**src/counters_defines.svh**
```systemverilog
// Performance counter widths, counter count, CSR addresses and timer prescale
`ifndef COUNTERS_DEFINES_SVH
`define COUNTERS_DEFINES_SVH

`define XLEN              32        // One machine word
`define COUNTERS          8         // cycle, unused, instret and five events

////////////////////////////////////////
// CSR address map
////////////////////////////////////////
`define MHPMCOUNTER_BASE  12'hB00   // Machine counters, low halves
`define MHPMCOUNTERH_BASE 12'hB80   // Machine counters, high halves
`define HPMCOUNTER_BASE   12'hC00   // User aliases, low halves
`define HPMCOUNTERH_BASE  12'hC80   // User aliases, high halves
`define TIME_ADR          12'hC01   // Shadow of mtime, low word
`define TIMEH_ADR         12'hC81   // Shadow of mtime, high word

// Counter control registers
`define MCOUNTINHIBIT_ADR 12'h320
`define MCOUNTEREN_ADR    12'h306
`define SCOUNTEREN_ADR    12'h106

`define TIMER_DIVIDE      4         // Core cycles per mtime tick

`endif

```
**src/logic/counterPkg.sv**
```systemverilog
// Shared types for the performance counter block: privilege, CSR port, event strobes
`default_nettype none

`include "counters_defines.svh"

package counterPkg;

  // Privilege levels as carried on the CSR port
  typedef enum logic [1:0] {
    privUser       = 2'd0,
    privSupervisor = 2'd1,
    privMachine    = 2'd3
  } privModeT;

  // One CSR access, read and write share the address
  typedef struct packed {
    logic              writeEn;    // Write strobe
    logic [11:0]       adr;        // CSR address
    logic [`XLEN-1:0]  writeData;  // Value to write
    privModeT          priv;       // Mode of the access
  } csrAccessT;

  // Strobes from the M stage of the pipeline
  typedef struct packed {
    logic instrValid;
    logic stallW;
    logic flushW;
    logic branchDirWrong;  // Direction mispredict
  } pipeEventsT;

  // Cache strobes, iCacheAccess has no counter slot
  typedef struct packed {
    logic dCacheAccess;
    logic dCacheMiss;
    logic iCacheAccess;
    logic iCacheMiss;
  } cacheEventsT;

  ////////////////////////////////////////
  // Counter slots
  ////////////////////////////////////////
  localparam int cycleIdx        = 0;
  localparam int unusedIdx       = 1;  // Stays zero
  localparam int instretIdx      = 2;
  localparam int loadStallIdx    = 3;
  localparam int branchDirIdx    = 4;
  localparam int dCacheAccessIdx = 5;
  localparam int dCacheMissIdx   = 6;
  localparam int iCacheMissIdx   = 7;

endpackage

`default_nettype wire

```
**src/logic/eventSource.sv**
```systemverilog
// Event source: aligns pipeline and cache strobes into one bit per counter slot
`timescale 1ns/1ps
`default_nettype none

`include "counters_defines.svh"

module eventSource (
  input  wire logic                   clk,
  input  wire logic                   reset,
  input  wire logic                   stallE,
  input  wire logic                   stallM,
  input  wire logic                   flushM,
  input  wire logic                   loadStallD,
  input  wire counterPkg::pipeEventsT  pipe,
  input  wire counterPkg::cacheEventsT cache,
  output logic [`COUNTERS-1:0]        counterEvent
);

  logic loadStallE;            // Load stall seen in E
  logic loadStallM;            // Load stall seen in M, counted from here
  logic instrValidNotFlushed;  // Instruction really retiring

  ////////////////////////////////////////
  // Load stall pipeline, D to E to M
  ////////////////////////////////////////
  always_ff @(posedge clk) begin
    if (reset) begin
      loadStallE <= 1'b0;
    end else if (!stallE) begin  // Hold while E is stalled
      loadStallE <= loadStallD;
    end
  end

  // Flush wins over stall here
  always_ff @(posedge clk) begin
    if (reset || flushM) begin
      loadStallM <= 1'b0;
    end else if (!stallM) begin
      loadStallM <= loadStallE;
    end
  end

  assign instrValidNotFlushed = pipe.instrValid & ~pipe.stallW & ~pipe.flushW;

  ////////////////////////////////////////
  // Slot mapping
  ////////////////////////////////////////
  always_comb begin
    counterEvent = '0;
    counterEvent[counterPkg::cycleIdx]        = 1'b1;  // Every cycle
    counterEvent[counterPkg::unusedIdx]       = 1'b0;  // Reserved slot
    counterEvent[counterPkg::instretIdx]      = instrValidNotFlushed;
    // Not gated by flush, the stall itself is the event
    counterEvent[counterPkg::loadStallIdx]    = loadStallM;
    counterEvent[counterPkg::branchDirIdx]    = pipe.branchDirWrong & instrValidNotFlushed;
    // Cache strobes come straight from the caches
    counterEvent[counterPkg::dCacheAccessIdx] = cache.dCacheAccess;
    counterEvent[counterPkg::dCacheMissIdx]   = cache.dCacheMiss;
    counterEvent[counterPkg::iCacheMissIdx]   = cache.iCacheMiss;
  end

endmodule

`default_nettype wire

```
**src/logic/counterControl.sv**
```systemverilog
// Counter control registers: inhibit mask plus machine and supervisor enable masks
`timescale 1ns/1ps
`default_nettype none

`include "counters_defines.svh"

module counterControl (
  input  wire logic                  clk,
  input  wire logic                  reset,
  input  wire counterPkg::csrAccessT csr,
  output logic [`COUNTERS-1:0]       inhibitMask,
  output logic [`COUNTERS-1:0]       mEnableMask,
  output logic [`COUNTERS-1:0]       sEnableMask
);

  logic writeInhibit;  // mcountinhibit write
  logic writeMEnable;  // mcounteren write
  logic writeSEnable;  // scounteren write

  ////////////////////////////////////////
  // Address decode
  ////////////////////////////////////////
  assign writeInhibit = csr.writeEn & (csr.adr == `MCOUNTINHIBIT_ADR);
  assign writeMEnable = csr.writeEn & (csr.adr == `MCOUNTEREN_ADR);
  assign writeSEnable = csr.writeEn & (csr.adr == `SCOUNTEREN_ADR);

  // Only the implemented low bits are kept
  always_ff @(posedge clk) begin
    if (reset) begin
      inhibitMask <= '0;  // All counters run out of reset
    end else if (writeInhibit) begin
      inhibitMask <= csr.writeData[`COUNTERS-1:0];
    end
  end

  always_ff @(posedge clk) begin
    if (reset) begin
      mEnableMask <= '0;  // Lower modes locked out
    end else if (writeMEnable) begin
      mEnableMask <= csr.writeData[`COUNTERS-1:0];
    end
  end

  always_ff @(posedge clk) begin
    if (reset) begin
      sEnableMask <= '0;
    end else if (writeSEnable) begin
      sEnableMask <= csr.writeData[`COUNTERS-1:0];
    end
  end

endmodule

`default_nettype wire

```
**src/logic/counterBank.sv**
```systemverilog
// Counter bank: eight 64-bit counters kept as low and high words, with CSR writes
`timescale 1ns/1ps
`default_nettype none

`include "counters_defines.svh"

module counterBank (
  input  wire logic                  clk,
  input  wire logic                  reset,
  input  wire counterPkg::csrAccessT csr,
  input  wire logic [`COUNTERS-1:0]  counterEvent,
  input  wire logic [`COUNTERS-1:0]  inhibitMask,
  output logic [`XLEN-1:0]           counterLow  [`COUNTERS],
  output logic [`XLEN-1:0]           counterHigh [`COUNTERS]
);

  localparam int CountW = 2 * `XLEN;  // Full counter width

  // Aligned bases, slot number added below
  localparam logic [11:0] LowBase  = `MHPMCOUNTER_BASE;
  localparam logic [11:0] HighBase = `MHPMCOUNTERH_BASE;

  logic [`COUNTERS-1:0] writeLow;   // Per slot low word write
  logic [`COUNTERS-1:0] writeHigh;  // Per slot high word write
  logic [`COUNTERS-1:0] countEn;    // Event and not inhibited
  logic [CountW-1:0]    countPlus [`COUNTERS];

  ////////////////////////////////////////
  // One counter per slot
  ////////////////////////////////////////
  for (genvar i = 0; i < `COUNTERS; i++) begin : gCounter

    // Write strobes for both halves
    assign writeLow[i]  = csr.writeEn & (csr.adr == LowBase + 12'(i));
    assign writeHigh[i] = csr.writeEn & (csr.adr == HighBase + 12'(i));

    assign countEn[i] = counterEvent[i] & ~inhibitMask[i];

    // 64-bit add so the low word carries into the high word
    assign countPlus[i] = {counterHigh[i], counterLow[i]} + CountW'(countEn[i]);

    always_ff @(posedge clk) begin
      if (reset) begin
        counterLow[i]  <= '0;
        counterHigh[i] <= '0;
      end else begin
        // A written half takes the data, the other keeps counting
        counterLow[i]  <= writeLow[i] ? csr.writeData : countPlus[i][`XLEN-1:0];
        counterHigh[i] <= writeHigh[i] ? csr.writeData
                                       : countPlus[i][CountW-1:`XLEN];
      end
    end

  end

endmodule

`default_nettype wire

```
**src/logic/counterRead.sv**
```systemverilog
// Counter read side: privilege check and read mux over counters, time and masks
`timescale 1ns/1ps
`default_nettype none

`include "counters_defines.svh"

module counterRead (
  input  wire counterPkg::csrAccessT csr,
  input  wire logic [`XLEN-1:0]      counterLow  [`COUNTERS],
  input  wire logic [`XLEN-1:0]      counterHigh [`COUNTERS],
  input  wire logic [63:0]           mtime,
  input  wire logic [`COUNTERS-1:0]  inhibitMask,
  input  wire logic [`COUNTERS-1:0]  mEnableMask,
  input  wire logic [`COUNTERS-1:0]  sEnableMask,
  output logic [`XLEN-1:0]           readData,
  output logic                       illegalAccess
);

  localparam int IdxW = $clog2(`COUNTERS);

  localparam logic [11:0] MLowBase  = `MHPMCOUNTER_BASE;
  localparam logic [11:0] MHighBase = `MHPMCOUNTERH_BASE;
  localparam logic [11:0] ULowBase  = `HPMCOUNTER_BASE;
  localparam logic [11:0] UHighBase = `HPMCOUNTERH_BASE;

  logic [IdxW-1:0]  idx;          // Slot, also the enable bit
  logic [`XLEN-1:0] readValue;    // Value before the privilege check
  logic             known;        // Address is implemented
  logic             machineOnly;  // No lower mode access
  logic             allowed;

  assign idx = csr.adr[IdxW-1:0];

  ////////////////////////////////////////
  // Read mux
  ////////////////////////////////////////
  always_comb begin
    readValue   = '0;
    known       = 1'b1;
    machineOnly = 1'b1;
    if (csr.adr == `TIME_ADR) begin  // Sits in the alias range at slot 1
      readValue   = mtime[31:0];
      machineOnly = 1'b0;
    end else if (csr.adr == `TIMEH_ADR) begin
      readValue   = mtime[63:32];
      machineOnly = 1'b0;
    end else if (csr.adr[11:IdxW] == MLowBase[11:IdxW]) begin
      readValue = counterLow[idx];
    end else if (csr.adr[11:IdxW] == MHighBase[11:IdxW]) begin
      readValue = counterHigh[idx];
    end else if (csr.adr[11:IdxW] == ULowBase[11:IdxW]) begin
      readValue   = counterLow[idx];   // User alias
      machineOnly = 1'b0;
    end else if (csr.adr[11:IdxW] == UHighBase[11:IdxW]) begin
      readValue   = counterHigh[idx];
      machineOnly = 1'b0;
    end else if (csr.adr == `MCOUNTINHIBIT_ADR) begin
      readValue[`COUNTERS-1:0] = inhibitMask;  // Upper bits read zero
    end else if (csr.adr == `MCOUNTEREN_ADR) begin
      readValue[`COUNTERS-1:0] = mEnableMask;
    end else if (csr.adr == `SCOUNTEREN_ADR) begin
      readValue[`COUNTERS-1:0] = sEnableMask;
    end else begin
      known = 1'b0;  // Nothing here
    end
  end

  // Lower modes need mcounteren, user mode also scounteren
  always_comb begin
    case (csr.priv)
      counterPkg::privMachine:    allowed = known;
      counterPkg::privSupervisor: allowed = known & ~machineOnly & mEnableMask[idx];
      counterPkg::privUser:       allowed = known & ~machineOnly & mEnableMask[idx]
                                                  & sEnableMask[idx];
      default:                    allowed = 1'b0;  // Reserved mode
    endcase
  end

  assign readData      = allowed ? readValue : '0;
  assign illegalAccess = ~allowed;

endmodule

`default_nettype wire

```
**src/logic/machineTimer.sv**
```systemverilog
// Machine timer: free-running 64-bit mtime that ticks once per prescale period
`timescale 1ns/1ps
`default_nettype none

`include "counters_defines.svh"

module machineTimer (
  input  wire logic  clk,
  input  wire logic  reset,
  output logic [63:0] mtime
);

  localparam int PreW = (`TIMER_DIVIDE > 1) ? $clog2(`TIMER_DIVIDE) : 1;

  logic [PreW-1:0] prescale;  // Cycles into the current tick
  logic            tick;

  assign tick = (prescale == PreW'(`TIMER_DIVIDE - 1));

  always_ff @(posedge clk) begin
    if (reset) begin
      prescale <= '0;
      mtime    <= '0;
    end else begin
      prescale <= tick ? '0 : prescale + 1'b1;  // Wrap at end of period
      if (tick) mtime <= mtime + 64'd1;
    end
  end

endmodule

`default_nettype wire

```
**src/logic/perfCounters.sv**
```systemverilog
// Performance counter top: event source, control masks, counter bank, timer and read mux
`timescale 1ns/1ps
`default_nettype none

`include "counters_defines.svh"

module perfCounters (
  input  wire logic                   clk,
  input  wire logic                   reset,
  input  wire logic                   stallE,
  input  wire logic                   stallM,
  input  wire logic                   flushM,
  input  wire logic                   loadStallD,
  input  wire counterPkg::pipeEventsT  pipe,
  input  wire counterPkg::cacheEventsT cache,
  input  wire counterPkg::csrAccessT   csr,
  output logic [`XLEN-1:0]            readData,
  output logic                        illegalAccess
);

  logic [`COUNTERS-1:0] counterEvent;  // One strobe per slot
  logic [`COUNTERS-1:0] inhibitMask;
  logic [`COUNTERS-1:0] mEnableMask;
  logic [`COUNTERS-1:0] sEnableMask;
  logic [`XLEN-1:0]     counterLow  [`COUNTERS];
  logic [`XLEN-1:0]     counterHigh [`COUNTERS];
  logic [63:0]          mtime;

  eventSource eventSource_inst (.clk, .reset, .stallE, .stallM, .flushM, .loadStallD,
                                .pipe, .cache, .counterEvent);

  counterControl counterControl_inst (.clk, .reset, .csr, .inhibitMask, .mEnableMask,
                                      .sEnableMask);

  counterBank counterBank_inst (.clk, .reset, .csr, .counterEvent, .inhibitMask,
                                .counterLow, .counterHigh);

  machineTimer machineTimer_inst (.clk, .reset, .mtime);

  counterRead counterRead_inst (.csr, .counterLow, .counterHigh, .mtime, .inhibitMask,
                                .mEnableMask, .sEnableMask, .readData, .illegalAccess);

endmodule

`default_nettype wire

```
**config.mk**
```make
export PLATFORM = sky130hd
export DESIGN_NAME = perfCounters
export DESIGN_NICKNAME = d
export VERILOG_FILES = /design/src/logic/counterPkg.sv /design/src/logic/eventSource.sv /design/src/logic/counterControl.sv /design/src/logic/counterBank.sv /design/src/logic/counterRead.sv /design/src/logic/machineTimer.sv /design/src/logic/perfCounters.sv
export VERILOG_INCLUDE_DIRS = /design/src
export SDC_FILE = /design/constraint.sdc
export NUM_CORES = 2
export LEC_CHECK = 0
export BUFFER_PORTS_ARGS = -buffer_cell sky130_fd_sc_hd__buf_4
export CORE_MARGIN = 2
export CORE_UTILIZATION = 35
export CTS_CLUSTER_DIAMETER = 40
export CTS_CLUSTER_SIZE = 20
export DETAILED_ROUTE_END_ITERATION = 8
export PLACE_DENSITY = 0.47
export SLEW_MARGIN = 0
export SYNTH_ARGS = -nofsm -noshare
export SYNTH_HDL_FRONTEND = slang
export SYNTH_SLANG_ARGS = --single-unit
```
**constraint.sdc**
```tcl
create_clock -name clk -period 5.3 [get_ports clk]
set_input_delay 1.325 -clock clk [delete_from_list [all_inputs] [get_ports clk]]
set_output_delay 1.325 -clock clk [all_outputs]
set_load 0.02 [all_outputs]
```
Yosys cells after proc, flatten, opt, wreduce, memory -nomap -nowiden
Cells that the tools add are included.
{"block": "op_classes", "n_addsub": 9, "magnitude_cmp": 2, "n_eq_ne": 28, "n_mux": 51, "bitwise": 43, "reduce_logical": 3}
{"op": "2-to-1 mux 32 bit", "n": 24}
{"op": "adder 64 x 1 -> 64 bit", "n": 7}
{"op": "== test 12 bit (second input constant)", "n": 18}
{"op": "binary-select mux 32 bit (select 3 bit)", "n": 2}
{"op": "adder 64 x 1 -> 64 bit (second input constant)", "n": 1}
{"op": "== test 9 bit (second input constant)", "n": 4}
{"op": "2-to-1 mux 8 bit", "n": 4}
{"op": "bitwise AND 1 bit", "n": 31}
{"op": "== test 12 x 10 -> 1 bit (second input constant)", "n": 2}
{"op": "2-to-1 mux 24 bit", "n": 1}
{"op": "2-to-1 mux 1 bit", "n": 17}
{"op": "== test 12 x 9 -> 1 bit (second input constant)", "n": 1}
{"op": "NOT 1 bit", "n": 11}
{"op": "binary-select mux 1 bit (select 3 bit)", "n": 2}
{"op": "== test 2 bit (second input constant)", "n": 2}
{"op": "greater-or-equal comparator 4 bit (second input constant)", "n": 1}
{"op": "less-than comparator 3 x 4 -> 1 bit (second input constant)", "n": 1}
{"op": "NOT 3 -> 4 bit", "n": 1}
{"op": "one-hot mux 1 bit (3 select lines)", "n": 1}
{"op": "adder 2 x 1 -> 2 bit (second input constant)", "n": 1}
{"op": "== test 2 x 1 -> 1 bit (second input constant)", "n": 1}
{"op": "logical NOT 2 bit", "n": 1}
{"op": "OR reduction 2 bit", "n": 1}
{"op": "logical OR 1 bit", "n": 1}
{"block": "totals", "reg_bits": 604, "in_bits": 61, "output_inout_bits": 33, "elab_cells": 159}

Logic depth before layout (Yosys ltp)
{"block": "depth", "word_depth": 15, "depth_mapped": 13, "mapped_depth_nobuf": 10}

By module
From an unflattened synthesis, not the netlist that was laid out.
{"block": "hier_totals", "hier_cells": 4338, "hier_area_um2": 37469.7}
{"module": "counterBank", "instances": 1, "cells_each": 3377, "area_each_um2": 27360.0, "seq_area_each_um2": 10249.8}
{"module": "counterRead", "instances": 1, "cells_each": 485, "area_each_um2": 5740.5, "seq_area_each_um2": 0.0}
{"module": "machineTimer", "instances": 1, "cells_each": 365, "area_each_um2": 3170.5, "seq_area_each_um2": 1321.3}
{"module": "counterControl", "instances": 1, "cells_each": 94, "area_each_um2": 1051.0, "seq_area_each_um2": 480.5}
{"module": "eventSource", "instances": 1, "cells_each": 17, "area_each_um2": 147.6, "seq_area_each_um2": 40.0}

Least setup slack after synthesis
No wires, ideal clock.
{"block": "synth_path", "path_kind": "input to output", "startpoint": "in csr[34] (netlist bit)", "endpoint": "out readData[16]", "t_arrival_ps": 3532, "required_time_ps": 3975, "path_slack_ps": 443, "cell_stages": 9, "path_buffers": 4, "cell_sequence": "buf_2 -> buf_1 -> clkbuf_1 -> clkbuf_1 -> mux4_2 -> nand2_1 -> a21oi_1 -> nor2_1 -> nor3_1"}
{"block": "synth_between", "elab_chain_cells": 15, "elab_cells_between_ends": 39, "classes_between": "eq/ne: 5; mux: 29; bitwise: 5"}
{"element": "start: declaration", "line_no": "perfCounters.sv:16", "rtl": "input wire counterPkg::csrAccessT csr,"}
{"element": "== test 12 x 9 -> 1 bit (no source line)"}
{"element": "2-to-1 mux 1 bit", "line_no": "counterRead.sv:61", "rtl": "end else if (csr.adr == `SCOUNTEREN_ADR) begin"}
{"element": "2-to-1 mux 1 bit", "line_no": "counterRead.sv:59", "rtl": "end else if (csr.adr == `MCOUNTEREN_ADR) begin"}
{"element": "2-to-1 mux 1 bit", "line_no": "counterRead.sv:57", "rtl": "end else if (csr.adr == `MCOUNTINHIBIT_ADR) begin"}
{"element": "2-to-1 mux 1 bit", "line_no": "counterRead.sv:54", "rtl": "end else if (csr.adr[11:IdxW] == UHighBase[11:IdxW]) begin"}
{"element": "2-to-1 mux 1 bit", "line_no": "counterRead.sv:51", "rtl": "end else if (csr.adr[11:IdxW] == ULowBase[11:IdxW]) begin"}
{"element": "2-to-1 mux 1 bit", "line_no": "counterRead.sv:49", "rtl": "end else if (csr.adr[11:IdxW] == MHighBase[11:IdxW]) begin"}
{"element": "2-to-1 mux 1 bit", "line_no": "counterRead.sv:47", "rtl": "end else if (csr.adr[11:IdxW] == MLowBase[11:IdxW]) begin"}
{"element": "2-to-1 mux 1 bit", "line_no": "counterRead.sv:44", "rtl": "end else if (csr.adr == `TIMEH_ADR) begin"}
{"element": "2-to-1 mux 1 bit", "line_no": "counterRead.sv:41", "rtl": "if (csr.adr == `TIME_ADR) begin"}
{"element": "bitwise AND 1 bit (2 in a row)", "line_no": "counterRead.sv:72, counterRead.sv:73"}
{"element": "bitwise AND 1 bit", "line_no": "counterRead.sv:74", "rtl": "& sEnableMask[idx];"}
{"element": "one-hot mux 1 bit (3 select lines)", "line_no": "counterRead.sv:70", "rtl": "case (csr.priv)"}
{"element": "2-to-1 mux 32 bit (*)", "line_no": "counterRead.sv:79", "rtl": "assign readData = allowed ? readValue : '0;"}
{"element": "end: declaration", "line_no": "perfCounters.sv:17", "rtl": "output logic [`XLEN-1:0] readData,"}
Every way passes the cells marked *; elsewhere a longest branch is shown, timed or not. The select of a mux whose other input is x is not followed.

Final worst setup path
{"block": "layout_path", "startpoint": "in csr[37] (netlist bit)", "endpoint": "out readData[25]"}
Same word-level chain as after synthesis.

==> results.py <==
metrics = {
    "floorplan": {
        "die-area_um2": 103000,
        "die_height_um": 320,
        "core_region_area_um2": 99700,
        "initial_utilization_pct": 35.1,
        "io-pin-count": 94,
        "die_w_um": 320,
        "core.rowCount": 116,
    },
    "synthesis": {
        "ys_types": 59,
        "synth.avg_cell_area_um2": 8.31,
        "synth_seq_area_share_pct": 34.5,
        "yosys.area.top_type": "sky130_fd_sc_hd__dfxtp_1",
        "syn_inst": 4213,
        "synth_most_common_cell": "sky130_fd_sc_hd__nor2_1",
        "ys_warn_count": 0,
        "yosysTopAreaCellShare_pct": 34.5,
        "most_numerous_cell_types_in_the_synthesized_netlist": "652 x sky130_fd_sc_hd__nor2_1, 604 x sky130_fd_sc_hd__dfxtp_1, 395 x sky130_fd_sc_hd__a211oi_1, 390 x sky130_fd_sc_hd__nand2_1, 267 x sky130_fd_sc_hd__clkbuf_1",
        "mappedNetlistNets": 4290,
        "syn-cell-area_um2": 35000,
        "synth-seq-cells": 604,
        "synth-edff-count": 0,
        "synth_async_sr_flop_share_pct": 0,
        "ys_top_cells_by_area": "sky130_fd_sc_hd__dfxtp_1 35%, sky130_fd_sc_hd__a211oi_1 8.5%, sky130_fd_sc_hd__mux4_2 8.3%",
        "synth-main-ff-cell": "sky130_fd_sc_hd__dfxtp_1",
    },
    "detailed_routing": {
        "viasPerCell": 5.86,
        "drt_wl_cell_um": 26.4,
        "dr_wl_met3_mm": 10.4,
        "maxUsedRoutingLayer": "met5",
        "detailedRoute.firstIterationViolations": 3372,
        "ant_nets": 0,
        "wl_met1_mm": 66.7,
        "postRouteWirelength_mm": 148,
        "detail_route.drc_violations": 0,
        "via_count": 32812,
        "drt_pass1_iterations": 6,
        "met2RoutedLength_mm": 65.3,
    },
    "setup_path": {
        "capturing_element_type_of_the_critical_path": "output pin",
        "worst_setup_path_startpoint": "csr[37]",
        "rr_startpoint": "counterControl_inst.inhibitMask[5]$_SDFFE_PP0P_",
        "crit_chain": "buf_4 -> or4_1 -> a211oi_1 -> buf_4 -> nand2_1 -> a21oi_1 -> o22ai_1 -> nor2_1 -> buf_4",
        "critical_path.startpoint_type": "input pin",
        "worst_path_dominant_cell_family": "simple AND/OR/NAND/NOR gates",
        "reg2reg_to": "counterBank_inst.counterHigh[90]$_SDFF_PP0_",
        "worstPathMaxFanout": 6,
        "path_common_cell": "sky130_fd_sc_hd__buf_4",
        "cp_num_buf_inv": 3,
        "cpPeakStageDelay_ns": 0.68,
        "r2r_setup_slack_ns": 1.85,
        "r2r.worst_path.cells": 9,
        "cp_data_arrival_time_ns": 3.79,
        "critPathKind": "in -> out",
        "slowest_stage": "sky130_fd_sc_hd__or4_1",
        "cp.required_ns": 3.97,
    },
    "min_path": {
        "whs_path_depth": 1,
        "worstHoldPathType": "reg -> reg",
        "hold_path.startpoint": "machineTimer_inst.prescale[0]$_SDFF_PP0_",
        "timing.hold.worst_endpoint": "machineTimer_inst.prescale[0]$_SDFF_PP0_",
    },
    "global_route": {
        "antenna_found_initial": 11,
        "grt_remaining_overflow": 0,
        "grt.total_usage_pct": 28.4,
        "number_of_global_route_vias_before_repair": 30247,
        "pin_count_of_the_biggest_net_entering_global_routing": 118,
        "grt_first_pass_wirelength_mm": 216,
    },
    "cts": {
        "clkSinkCount": 604,
        "cts.reportedPaths.clkPinSlew_ns": 0.05,
        "cts_hold_buf": 0,
        "cts.repair_timing.setup_buffer_count": 0,
        "clock-root-buffer": "sky130_fd_sc_hd__clkbuf_16",
        "clock_tree_from_tritoncts": "built",
        "htree_levels": 4,
        "clk_path_buf_depth": 3,
        "clk_latency_ns": 0.74,
        "numCtsBuffers": 130,
    },
    "sta": {
        "timing_worst_slew_pin_value_ns": 1.23,
        "timing_hold_violations_final": 0,
        "worst_slew_margin_rel_pct": 17.6,
        "achievable-frequency_mhz": 195,
        "final.period_utilization_pct": 96.6,
        "maxSlewViolCount": 0,
        "final.setup_skew_ns": 0.0257,
        "setup-violations-final": 0,
        "rsz0062_at_grt": "no",
        "postLayoutSetupSlackWorst_ns": 0.182,
        "final.setup.tns_ns": 0,
        "finalWorstPathRequiredPeriod_ns": 5.12,
    },
    "run": {
        "max_cap_violations": 0,
    },
    "cells_and_area": {
        "post_layout_nonfiller_instances": 5603,
        "drive_above_1_share_pct": 13.5,
        "syn_to_final_growth_pct": 18.3,
        "finalNetCount": 4283,
    },
    "outcome": {
        "status": "complete, no violations",
    },
    "placement": {
        "hpwl_mm": 105,
        "place_worst_setup_slack_ns": 0.218,
        "gp_routability_congestion": 0.901,
        "numPlacedInstances": 5372,
        "port_buffers": 92,
    },
    "power_and_ir_drop": {
        "vdd_drop_max_v": 0.000302,
        "p_leak_nw": 13.6,
        "finalPower_w": 0.0132,
        "cellPowerDensity_nw_per_um2": 318,
    },
}
cell type report:
type | instances | area, um2
fill | 9890 | 58300
multi-input combinational | 3212 | 21500
sequential | 604 | 12100
clock buffer | 178 | 3760
timing repair buffer | 203 | 1660
tap | 1298 | 1620
clock inverter | 51 | 583
inverter | 55 | 206
antenna | 2 | 5.00
cell families (layout without fill, tap and decap cells):
family          Yosys count  after routing  share of synthesized area, %
simple gates           1851           1851                          25.4
compound gates          691            691                          13.5
flops                   604            604                          34.5
xor+xnor                466            466                          11.7
buf+inv                 397            487                          4.32
mux                     188            188                          9.99
fa+ha+maj                16             16                         0.572
other cells               0              2                             0
stage by stage:
stage	utilization (%)	hold slack [ns]	instance area (um2)
6_report	41.6	0.431	41400
5_1_grt	41.6	0.455	41400
4_1_cts	41.6	0.437	41400
3_5_place_dp	37.2	0.426	37100
3_3_place_gp	37.2	0.414	37100
2_1_floorplan	-	0.404	35000
where the power goes:
part | internal (W) | switching [W]
clock network | 0.00533 | 0.00276
registers | 0.00457 | 0.0000114
logic | 0.000137 | 0.000381
total | 0.0100 | 0.00316
worst reg2reg max path, stage by stage (launching register included):
cell	delay, ns
sky130_fd_sc_hd__dfxtp_1	0.34
sky130_fd_sc_hd__nor2b_1	0.28
sky130_fd_sc_hd__ha_1	0.28
sky130_fd_sc_hd__ha_1	0.25
sky130_fd_sc_hd__nand2_1	0.19
sky130_fd_sc_hd__nor4_4	0.49
sky130_fd_sc_hd__nand4_4	0.32
sky130_fd_sc_hd__or3_4	0.46
sky130_fd_sc_hd__or4_1	0.48
sky130_fd_sc_hd__a311oi_1	0.26
placed cells by master (no fill, tap or decap), drive strengths merged, types with 58 or more instances in the layout:
cell,synthesis,layout
nor2,652,652
dfxtp,604,604
a211oi,395,395
nand2,390,390
xnor2,241,241
xor2,225,225
nand3,208,208
buf,75,203
clkbuf,267,178
nand4,148,148
a21oi,135,135
mux4,129,129
nor3,117,117
and3,97,97
and4,68,68
inv,55,68
nor4,61,61
mux2i,58,58
flip-flops by register name, indices dropped and copies added, names as in the netlist:
signal and count:
counterBank_inst.counterHigh 256, counterBank_inst.counterLow 256, machineTimer_inst.mtime 64, counterControl_inst.inhibitMask 8
counterControl_inst.mEnableMask 8, counterControl_inst.sEnableMask 8, machineTimer_inst.prescale 2, eventSource_inst.loadStallE 1
eventSource_inst.loadStallM 1
routing by layer:
layer  track usage (%)  vias to the layer above
li1                  -                    15289
met5                 0                        -
met1              39.9                    16065
met4              11.2                       18
met2              43.0                     1208
met3              5.29                      232
how the worst max path moves through the flow:
stage               slack (ns)      endpoint  cells past startpoint
floorplan                 0.44  readData[16]                      9
finish                    0.18  readData[25]                      9
global route              0.03  readData[31]                     10
CTS                       0.19  readData[31]                     10
detailed placement        0.22  readData[31]                     10
global placement          0.25  readData[31]                     10
repair_timing:
action,CTS,global route
endpoints found under the hold margin,0,0
gates resized for setup,0,1
setup endpoints to repair,0,12
Power figures use the tool's default switching activity.
